===== src/hw/posit_div_pkg.sv =====
package posit_div_pkg;

   //////////////////////////////////////////////////
   // default posit format
   //////////////////////////////////////////////////

   localparam int POSIT_N_DEFAULT  = 32;   // total posit width
   localparam int POSIT_ES_DEFAULT = 6;    // exponent field width

   //////////////////////////////////////////////////
   // derived widths
   //////////////////////////////////////////////////

   // hidden bit plus every fraction bit a posit can carry
   function automatic int mant_width(input int n, input int es);
      return n - es;
   endfunction

   // one extra bit for normalisation and one guard bit
   function automatic int quot_width(input int n, input int es);
      return mant_width(n, es) + 2;
   endfunction

   // signed scale difference of two posits, largest regime on both sides
   function automatic int scale_width(input int n, input int es);
      return $clog2(2 * (n - 1) * (2 ** es) + 2) + 1;
   endfunction

   // decode, one cycle per quotient bit, two encode stages
   function automatic int div_latency(input int n, input int es);
      return quot_width(n, es) + 3;
   endfunction

endpackage


===== src/hw/mant_div_pipe.sv =====
`timescale 1ns/10ps

module mant_div_pipe #(
   parameter int N  = posit_div_pkg::POSIT_N_DEFAULT,
   parameter int ES = posit_div_pkg::POSIT_ES_DEFAULT
) (
   input  logic                                               clk,
   input  logic                                               rst_n_i,
   input  logic                                               valid_i,
   input  logic                                               sign_i,
   input  logic signed [posit_div_pkg::scale_width(N, ES)-1:0] scale_i,
   input  logic [posit_div_pkg::mant_width(N, ES)-1:0]        dividend_mant_i,
   input  logic [posit_div_pkg::mant_width(N, ES)-1:0]        divisor_mant_i,
   input  logic                                               nar_i,
   input  logic                                               zero_i,
   output logic                                               valid_o,
   output logic                                               sign_o,
   output logic signed [posit_div_pkg::scale_width(N, ES)-1:0] scale_o,
   output logic [posit_div_pkg::quot_width(N, ES)-1:0]        quot_o,
   output logic                                               sticky_o,
   output logic                                               nar_o,
   output logic                                               zero_o
);
   import posit_div_pkg::*;

   localparam int MW = mant_width(N, ES);
   localparam int QW = quot_width(N, ES);
   localparam int SW = scale_width(N, ES);

   // one register set per quotient bit
   logic                 valid_q [QW];
   logic                 sign_q  [QW];
   logic signed [SW-1:0] scale_q [QW];
   logic [QW-1:0]        quot_q  [QW];
   logic [MW:0]          rem_q   [QW];             // partial remainder, already doubled
   logic [MW-1:0]        dvsr_q  [QW];
   logic                 nar_q   [QW];
   logic                 zero_q  [QW];

   //////////////////////////////////////////////////
   // restoring divide stages
   //////////////////////////////////////////////////

   for (genvar s = 0; s < QW; s++) begin : g_stage
      localparam int P = (s == 0) ? 0 : s - 1;     // previous stage index

      logic [MW:0]   rem_in;
      logic [MW-1:0] dvsr_in;
      logic [QW-1:0] quot_in;
      logic          q_bit;
      logic [MW:0]   rem_sub;

      assign rem_in  = (s == 0) ? {1'b0, dividend_mant_i} : rem_q[P];
      assign dvsr_in = (s == 0) ? divisor_mant_i : dvsr_q[P];
      assign quot_in = (s == 0) ? '0 : quot_q[P];

      assign q_bit   = rem_in >= {1'b0, dvsr_in};              // trial subtract fits
      assign rem_sub = q_bit ? rem_in - {1'b0, dvsr_in} : rem_in;

      always_ff @(posedge clk) begin
         if (!rst_n_i) begin
            valid_q[s] <= 1'b0;
         end else begin
            valid_q[s] <= (s == 0) ? valid_i : valid_q[P];
         end
      end

      always_ff @(posedge clk) begin
         rem_q[s]   <= {rem_sub[MW-1:0], 1'b0};   // rem_sub is below the divisor
         dvsr_q[s]  <= dvsr_in;
         quot_q[s]  <= {quot_in[QW-2:0], q_bit};
         sign_q[s]  <= (s == 0) ? sign_i : sign_q[P];
         scale_q[s] <= (s == 0) ? scale_i : scale_q[P];
         nar_q[s]   <= (s == 0) ? nar_i : nar_q[P];
         zero_q[s]  <= (s == 0) ? zero_i : zero_q[P];
      end
   end

   //////////////////////////////////////////////////
   // last stage to the encoder
   //////////////////////////////////////////////////

   assign valid_o  = valid_q[QW-1];
   assign sign_o   = sign_q[QW-1];
   assign scale_o  = scale_q[QW-1];
   assign quot_o   = quot_q[QW-1];
   assign sticky_o = |rem_q[QW-1];                 // bits beyond the last quotient bit
   assign nar_o    = nar_q[QW-1];
   assign zero_o   = zero_q[QW-1];

   // an unknown strobe here would break the done count at the top level
   a_valid_known : assert property (
      @(posedge clk) disable iff (!rst_n_i) !$isunknown(valid_o)
   );

endmodule


===== src/hw/posit_decode.sv =====
`timescale 1ns/10ps

module posit_decode #(
   parameter int N  = posit_div_pkg::POSIT_N_DEFAULT,
   parameter int ES = posit_div_pkg::POSIT_ES_DEFAULT
) (
   input  logic                                               clk,
   input  logic                                               rst_n_i,
   input  logic                                               start_i,
   input  logic [N-1:0]                                       dividend_i,
   input  logic [N-1:0]                                       divisor_i,
   output logic                                               valid_o,
   output logic                                               sign_o,
   output logic signed [posit_div_pkg::scale_width(N, ES)-1:0] scale_o,
   output logic [posit_div_pkg::mant_width(N, ES)-1:0]        dividend_mant_o,
   output logic [posit_div_pkg::mant_width(N, ES)-1:0]        divisor_mant_o,
   output logic                                               nar_o,
   output logic                                               zero_o
);
   import posit_div_pkg::*;

   localparam int MW = mant_width(N, ES);
   localparam int SW = scale_width(N, ES);
   localparam int RW = $clog2(N);                   // holds a run of up to N-1 bits
   localparam logic [N-1:0] NAR_PAT = {1'b1, {(N - 1){1'b0}}};

   logic [N-1:0]         op    [2];                 // 0 is the dividend, 1 the divisor
   logic [N-1:0]         mag   [2];
   logic [RW-1:0]        run   [2];
   logic [N-2:0]         rest  [2];                 // exponent and fraction, left aligned
   logic signed [SW-1:0] k     [2];
   logic signed [SW-1:0] scale [2];
   logic [MW-1:0]        mant  [2];
   logic                 nar_any;

   // regime run length, the leading one of the (possibly inverted) body ends it
   function automatic logic [RW-1:0] run_length(input logic [N-2:0] body);
      logic [N-2:0]  inv;
      logic [RW-1:0] len;
      logic          hit;
      inv = body[N-2] ? ~body : body;
      len = RW'(N - 1);                             // no terminator in the word
      hit = 1'b0;
      for (int b = N - 2; b >= 0; b--) begin
         if (!hit && inv[b]) begin
            len = RW'(N - 2 - b);
            hit = 1'b1;
         end
      end
      return len;
   endfunction

   assign op[0] = dividend_i;
   assign op[1] = divisor_i;

   //////////////////////////////////////////////////
   // field extraction for both operands
   //////////////////////////////////////////////////

   always_comb begin
      for (int i = 0; i < 2; i++) begin
         mag[i]  = op[i][N-1] ? -op[i] : op[i];            // two's complement magnitude
         run[i]  = run_length(mag[i][N-2:0]);
         rest[i] = mag[i][N-2:0] << (run[i] + 1);          // drop regime and terminator
         k[i]    = mag[i][N-2] ? SW'(run[i]) - SW'(1) : -SW'(run[i]);
         scale[i] = (k[i] <<< ES) + SW'(rest[i][N-2 -: ES]);
         mant[i]  = {1'b1, rest[i][N-2-ES:0]};             // hidden bit on top
      end
   end

   assign nar_any = (dividend_i == NAR_PAT) || (divisor_i == NAR_PAT) || (divisor_i == '0);

   //////////////////////////////////////////////////
   // first pipeline register
   //////////////////////////////////////////////////

   always_ff @(posedge clk) begin
      if (!rst_n_i) begin
         valid_o <= 1'b0;
      end else begin
         valid_o <= start_i;
      end
   end

   always_ff @(posedge clk) begin
      sign_o          <= dividend_i[N-1] ^ divisor_i[N-1];
      scale_o         <= scale[0] - scale[1];
      dividend_mant_o <= mant[0];
      divisor_mant_o  <= mant[1];
      nar_o           <= nar_any;
      zero_o          <= (dividend_i == '0) && !nar_any;    // 0 / 0 stays NaR
   end

   // the flags travel to the encoder, which relies on at most one of them
   a_flags_exclusive : assert property (
      @(posedge clk) disable iff (!rst_n_i) valid_o |-> !(nar_o && zero_o)
   );

endmodule


===== src/hw/posit_div.sv =====
`timescale 1ns/10ps

module posit_div #(
   parameter int N  = posit_div_pkg::POSIT_N_DEFAULT,
   parameter int ES = posit_div_pkg::POSIT_ES_DEFAULT
) (
   input  logic         clk,
   input  logic         rst_n_i,
   input  logic         start_i,
   input  logic [N-1:0] dividend_i,
   input  logic [N-1:0] divisor_i,
   output logic [N-1:0] quotient_o,
   output logic         done_o,
   output logic         nar_o,
   output logic         zero_o
);
   import posit_div_pkg::*;

   localparam int MW = mant_width(N, ES);
   localparam int QW = quot_width(N, ES);
   localparam int SW = scale_width(N, ES);

   //////////////////////////////////////////////////
   // decode to divider
   //////////////////////////////////////////////////

   logic                 dec_valid;
   logic                 dec_sign;
   logic signed [SW-1:0] dec_scale;
   logic [MW-1:0]        dec_dividend_mant;
   logic [MW-1:0]        dec_divisor_mant;
   logic                 dec_nar;
   logic                 dec_zero;

   // divider to encoder
   logic                 div_valid;
   logic                 div_sign;
   logic signed [SW-1:0] div_scale;
   logic [QW-1:0]        div_quot;
   logic                 div_sticky;
   logic                 div_nar;
   logic                 div_zero;

   posit_decode #(.N(N), .ES(ES)) u_decode (
      .clk             (clk),
      .rst_n_i         (rst_n_i),
      .start_i         (start_i),
      .dividend_i      (dividend_i),
      .divisor_i       (divisor_i),
      .valid_o         (dec_valid),
      .sign_o          (dec_sign),
      .scale_o         (dec_scale),
      .dividend_mant_o (dec_dividend_mant),
      .divisor_mant_o  (dec_divisor_mant),
      .nar_o           (dec_nar),
      .zero_o          (dec_zero)
   );

   mant_div_pipe #(.N(N), .ES(ES)) u_div (
      .clk             (clk),
      .rst_n_i         (rst_n_i),
      .valid_i         (dec_valid),
      .sign_i          (dec_sign),
      .scale_i         (dec_scale),
      .dividend_mant_i (dec_dividend_mant),
      .divisor_mant_i  (dec_divisor_mant),
      .nar_i           (dec_nar),
      .zero_i          (dec_zero),
      .valid_o         (div_valid),
      .sign_o          (div_sign),
      .scale_o         (div_scale),
      .quot_o          (div_quot),
      .sticky_o        (div_sticky),
      .nar_o           (div_nar),
      .zero_o          (div_zero)
   );

   posit_encode #(.N(N), .ES(ES)) u_encode (
      .clk        (clk),
      .rst_n_i    (rst_n_i),
      .valid_i    (div_valid),
      .sign_i     (div_sign),
      .scale_i    (div_scale),
      .quot_i     (div_quot),
      .sticky_i   (div_sticky),
      .nar_i      (div_nar),
      .zero_i     (div_zero),
      .quotient_o (quotient_o),
      .done_o     (done_o),
      .nar_o      (nar_o),
      .zero_o     (zero_o)
   );

endmodule


===== src/hw/posit_encode.sv =====
`timescale 1ns/10ps

module posit_encode #(
   parameter int N  = posit_div_pkg::POSIT_N_DEFAULT,
   parameter int ES = posit_div_pkg::POSIT_ES_DEFAULT
) (
   input  logic                                               clk,
   input  logic                                               rst_n_i,
   input  logic                                               valid_i,
   input  logic                                               sign_i,
   input  logic signed [posit_div_pkg::scale_width(N, ES)-1:0] scale_i,
   input  logic [posit_div_pkg::quot_width(N, ES)-1:0]        quot_i,
   input  logic                                               sticky_i,
   input  logic                                               nar_i,
   input  logic                                               zero_i,
   output logic [N-1:0]                                       quotient_o,
   output logic                                               done_o,
   output logic                                               nar_o,
   output logic                                               zero_o
);
   import posit_div_pkg::*;

   localparam int QW = quot_width(N, ES);
   localparam int SW = scale_width(N, ES);
   localparam int RW = $clog2(N);
   localparam int VW = N + ES + QW - 1;            // regime, exponent, fraction, spill room
   localparam logic signed [SW-1:0] K_MAX = SW'(N - 2);
   localparam logic signed [SW-1:0] K_MIN = -K_MAX;
   localparam logic [N-1:0] NAR_PAT = {1'b1, {(N - 1){1'b0}}};

   logic [QW-1:0]        quot_n;
   logic signed [SW-1:0] scale_n;
   logic signed [SW-1:0] k_raw;
   logic signed [SW-1:0] k_clamp;
   logic [ES-1:0]        exp_clamp;
   logic [QW-2:0]        frac_clamp;
   logic                 sticky_clamp;

   logic                 s1_valid;
   logic                 s1_sign;
   logic signed [SW-1:0] s1_k;
   logic [ES-1:0]        s1_exp;
   logic [QW-2:0]        s1_frac;
   logic                 s1_sticky;
   logic                 s1_nar;
   logic                 s1_zero;

   logic                 kneg;
   logic [RW-1:0]        run_len;
   logic [VW-1:0]        base;
   logic [VW-1:0]        shifted;
   logic [N-2:0]         body;
   logic                 guard_b;
   logic                 round_b;
   logic                 sticky_b;
   logic                 round_up;
   logic [N-2:0]         rounded;
   logic [N-1:0]         result;

   //////////////////////////////////////////////////
   // stage 1  normalise and split the scale
   //////////////////////////////////////////////////

   always_comb begin
      if (quot_i[QW-1]) begin
         quot_n  = quot_i;
         scale_n = scale_i;
      end else begin
         quot_n  = {quot_i[QW-2:0], 1'b0};          // quotient was below one
         scale_n = scale_i - SW'(1);
      end
      k_raw        = scale_n >>> ES;                // floor division by 2^es
      k_clamp      = k_raw;
      exp_clamp    = scale_n[ES-1:0];
      frac_clamp   = quot_n[QW-2:0];
      sticky_clamp = sticky_i;
      if (k_raw > K_MAX) begin
         k_clamp = K_MAX;                           // all ones body, guard bit clear
      end else if (k_raw < K_MIN) begin
         k_clamp      = K_MIN;                      // lands exactly on minpos
         exp_clamp    = '0;
         frac_clamp   = '0;
         sticky_clamp = 1'b0;
      end
   end

   always_ff @(posedge clk) begin
      if (!rst_n_i) begin
         s1_valid <= 1'b0;
      end else begin
         s1_valid <= valid_i;
      end
   end

   always_ff @(posedge clk) begin
      s1_sign   <= sign_i;
      s1_k      <= k_clamp;
      s1_exp    <= exp_clamp;
      s1_frac   <= frac_clamp;
      s1_sticky <= sticky_clamp;
      s1_nar    <= nar_i;
      s1_zero   <= zero_i;
   end

   //////////////////////////////////////////////////
   // stage 2  pack, round, restore sign
   //////////////////////////////////////////////////

   always_comb begin
      kneg    = s1_k[SW-1];
      run_len = kneg ? RW'(-s1_k) : RW'(s1_k + 1);
      base    = {kneg, s1_exp, s1_frac, {(N - 1){1'b0}}};  // terminator leads
      shifted = base >> run_len;
      if (!kneg) begin
         shifted = shifted | ~({VW{1'b1}} >> run_len);     // run of ones for k >= 0
      end
      body     = shifted[VW-1 -: N-1];
      guard_b  = shifted[VW-N];
      round_b  = shifted[VW-N-1];
      sticky_b = |shifted[VW-N-2:0] | s1_sticky;
      round_up = guard_b & (round_b | sticky_b | body[0]);  // nearest, ties to even
      rounded  = (round_up && !(&body)) ? body + 1'b1 : body;  // stop at maxpos
      result   = s1_sign ? -{1'b0, rounded} : {1'b0, rounded};
   end

   always_ff @(posedge clk) begin
      if (!rst_n_i) begin
         done_o <= 1'b0;
      end else begin
         done_o <= s1_valid;
      end
   end

   always_ff @(posedge clk) begin
      quotient_o <= s1_nar ? NAR_PAT : (s1_zero ? '0 : result);
      nar_o      <= s1_nar;
      zero_o     <= s1_zero;
   end

   // saturation keeps every finite quotient off the NaR code
   a_nar_only_flagged : assert property (
      @(posedge clk) disable iff (!rst_n_i) (done_o && quotient_o == NAR_PAT) |-> nar_o
   );

endmodule


===== config.mk =====
export PLATFORM = sky130hd
export DESIGN_NAME = posit_div
export DESIGN_NICKNAME = d
export VERILOG_FILES = /design/src/hw/posit_div_pkg.sv /design/src/hw/mant_div_pipe.sv /design/src/hw/posit_decode.sv /design/src/hw/posit_div.sv /design/src/hw/posit_encode.sv
export SDC_FILE = /design/constraint.sdc
export NUM_CORES = 2
export LEC_CHECK = 0
export BUFFER_PORTS_ARGS = -buffer_cell sky130_fd_sc_hd__clkbuf_2
export CAP_MARGIN = 25
export CORE_ASPECT_RATIO = 1.1
export CORE_MARGIN = 2
export CORE_UTILIZATION = 32
export DETAILED_ROUTE_END_ITERATION = 6
export RECOVER_POWER = 100
export SLEW_MARGIN = 20
export SYNTH_ARGS = -nofsm -noshare
export SYNTH_HDL_FRONTEND = slang
export SYNTH_HIERARCHICAL = 1
export SYNTH_SLANG_ARGS = --single-unit
export TNS_END_PERCENT = 50

===== constraint.sdc =====
create_clock -name clk -period 25.2 [get_ports clk]
set_clock_uncertainty 0.15 [all_clocks]
set_input_delay 7.56 -clock clk [delete_from_list [all_inputs] [get_ports clk]]
set_output_delay 7.56 -clock clk [all_outputs]
set_load 0.005 [all_outputs]

==> qor.csv <==
stage,metric,value,unit
yosys,synthesis.area,109000,um^2
sta,finalSetupViolCount,0,
setup_path,critPathLaunchType,input port,
sta,min_period,20880,ps
flow_run,max_cap_viol_count,26,
detailed_routing,drt_iter0_drc,4026,
sta,fin_crit_sh,82.9,%
sta,drv_slew,971,
die,die_area,345000,um^2
finish,nets,12200,
detailed_routing,avgViaCountPerCell,4.82,
finish,n_fill_cell,34400,
setup_path,crit_type,in2reg,
grt,antenna_found_initial,4,
die,ios,102,
detailed_routing,vias,77600,
placement,dp_hpwl,189000,um
setup_path,cp_slowest_cell,clkinvlp_2,
finish,mostFrequentLayoutCell,dfxtp_1,
sta,timing.hold.ws,73.8,ps
yosys,ys_seq_area_share,45.2,%
setup_path,arrival,21440,ps
detailed_routing,drt_wl_total,245000,um
finish,final_cell_mix,"dfxtp_1, inv_1, a21oi_1",
worst_hold_path,hold_path_class,reg2reg,
yosys,syn_avg_cell_area,9.63,um^2
setup_path,worst-r2r-setup-slack,13640,ps
clock_tree,cts_buffers,264,
die,start_util,32.1,%
yosys,synthSimpleGateAreaFrac,11.5,%
placement,portBuffers,101,
die,core-area,339000,um^2
yosys,ys_seq_elements,2458,
die,die_h,616,um
yosys,async_reset_ff_share,0,%
sta,rsz0062_at_grt,false,
setup_path,critPathMaxFanout,29,
setup_path,slowest_delay,1420,ps
grt,grtUsageTotal,13.7,%
yosys,synth-edff-count,0,
grt,grt_pass1_wl,394000,um
grt,overflow,0,
clock_tree,cts_tree,yes,
finish,drive_above_1_share,8.74,%
clock_tree,max-clock-path-buffers,4,
yosys,yosys_warnings,6,
yosys,synthAdderAreaFrac,9.30,%
yosys,synth_xor_area_share,6.34,%
sta,worst_pin_slew,2600,ps
yosys,synthDistinctLibCells,124,
detailed_routing,firstDrtPassIters,6,
clock_tree,postCtsHoldBufs,0,
clock_tree,clk_pin_slew,60,ps
clock_tree,cts_max_level,5,
finish,area_delta_synth_final,12.5,%
setup_path,path_buf_inv,8,
sta,max_freq,47.9,MHz
setup_path,cp-end-kind,flip-flop,
clock_tree,clockRootBuffer,clkbuf_16,
finish,finish.instance_area,122000,um^2
sta,hold_viol,0,
setup_path,crit_family,buffers and inverters,
setup_path,critical_path_required,25760,ps
detailed_routing,avgRoutedWirePerCell,15.2,um
yosys,synth_top_family_by_area,compound AO/OA/AOI/OAI gates,
grt,grt_pass1_vias,77000,
clock_tree,clk_latency,880,ps
yosys,synth_mux_area_share,6.29,%
status,violations,"capacitance limit, slew limit",
yosys,ys.flop_type,dfxtp_1,
die,fp-row-count,224,
finish,post-route-util,36.2,%
placement,placed_area,114000,um^2
clock_tree,clkSinkCount,2458,
yosys,syn_inst,11300,
clock_tree,post_cts_buffers,0,
clock_tree,cts_resized,0,
sta,slew_headroom,-75.0,%
yosys,synth_compound_area_share,16.5,%
detailed_routing,ant_nets,0,
sta,finalSetupTns,0,ps
detailed_routing,route.detailed.drc,0,
grt,grt_max_degree,52,
placement,gp_congestion,0.912,
die,die_x,560,um
status,outcome,"finished, violations left",
-- through the flow --
stage	setup WS (ps)	std cells
CTS	7760	16100
global route	3370	16100
global placement	6940	15600
finish	4320	16100
detailed placement	6900	15600
floorplan	9480	11300
-- cells by family after synthesis --
group / Yosys count
compound gates: 2809
buf+inv: 1316
simple gates: 2560
other cells: 1
xor+xnor: 785
fa+ha+maj: 791
mux: 584
flops: 2458
-- cell type report --
type                       instances  area (um^2)  area share (%)
antenna                            2         5.00         0.00409
clock buffer                     368         7550            6.16
clock inverter                    96         1310            1.07
inverter                         976         3660            2.99
multi-input combinational       7531        54200            44.3
sequential                      2458        49200            40.2
tap                             4520         5660            4.62
timing repair buffer             158          811           0.662
-- path summary, 6_finish.rpt --
kind                                             from                 endpoint  depth (start not counted)
worst min-delay path            u_div/scale_q[13][10]    u_div/scale_q[13][23]                          0
worst min register to register  u_div/scale_q[13][10]    u_div/scale_q[13][23]                          0
worst max-delay path                     divisor_i[0]     u_decode/scale_o[12]                         38
worst max register to register       u_encode/s1_k[0]  u_encode/quotient_o[28]                         22
-- sequential cells by signal, indices dropped and copies added, names as in the netlist, 6 cells and up --
| name | flops |
|---|---|
| u_decode/dividend_mant_o | 25 |
| u_decode/divisor_mant_o | 25 |
| u_decode/scale_o | 13 |
| u_div/dvsr_q | 702 |
| u_div/nar_q | 28 |
| u_div/quot_q | 406 |
| u_div/rem_q | 728 |
| u_div/scale_q | 364 |
| u_div/sign_q | 28 |
| u_div/valid_q | 28 |
| u_div/zero_q | 28 |
| u_encode/quotient_o | 32 |
| u_encode/s1_exp | 6 |
| u_encode/s1_frac | 27 |
| u_encode/s1_k | 6 |
-- cell usage after synthesis, drive strengths merged (218+ instances only) --
cell type     n  area (um^2)
nand2       682         2560
nor2        684         2580
o21ai       663         3330
clkbuf      218          818
a21oi       830         4170
mux2        389         4450
inv         974         3660
ha          762         9530
a21o        369         2770
xor2        301         2640
xnor2       484         4260
dfxtp      2458        49200
-- per-layer routing --
metal	routed length (um)	global-route usage [%]
met4	11500	6.35
met1	98800	14.8
met5	0	0
met3	9010	1.92
met2	126000	26.1
Power is left out: the tool's default activity adds up to more than one toggle a clock period on the data nets, which glitch-free logic cannot reach.
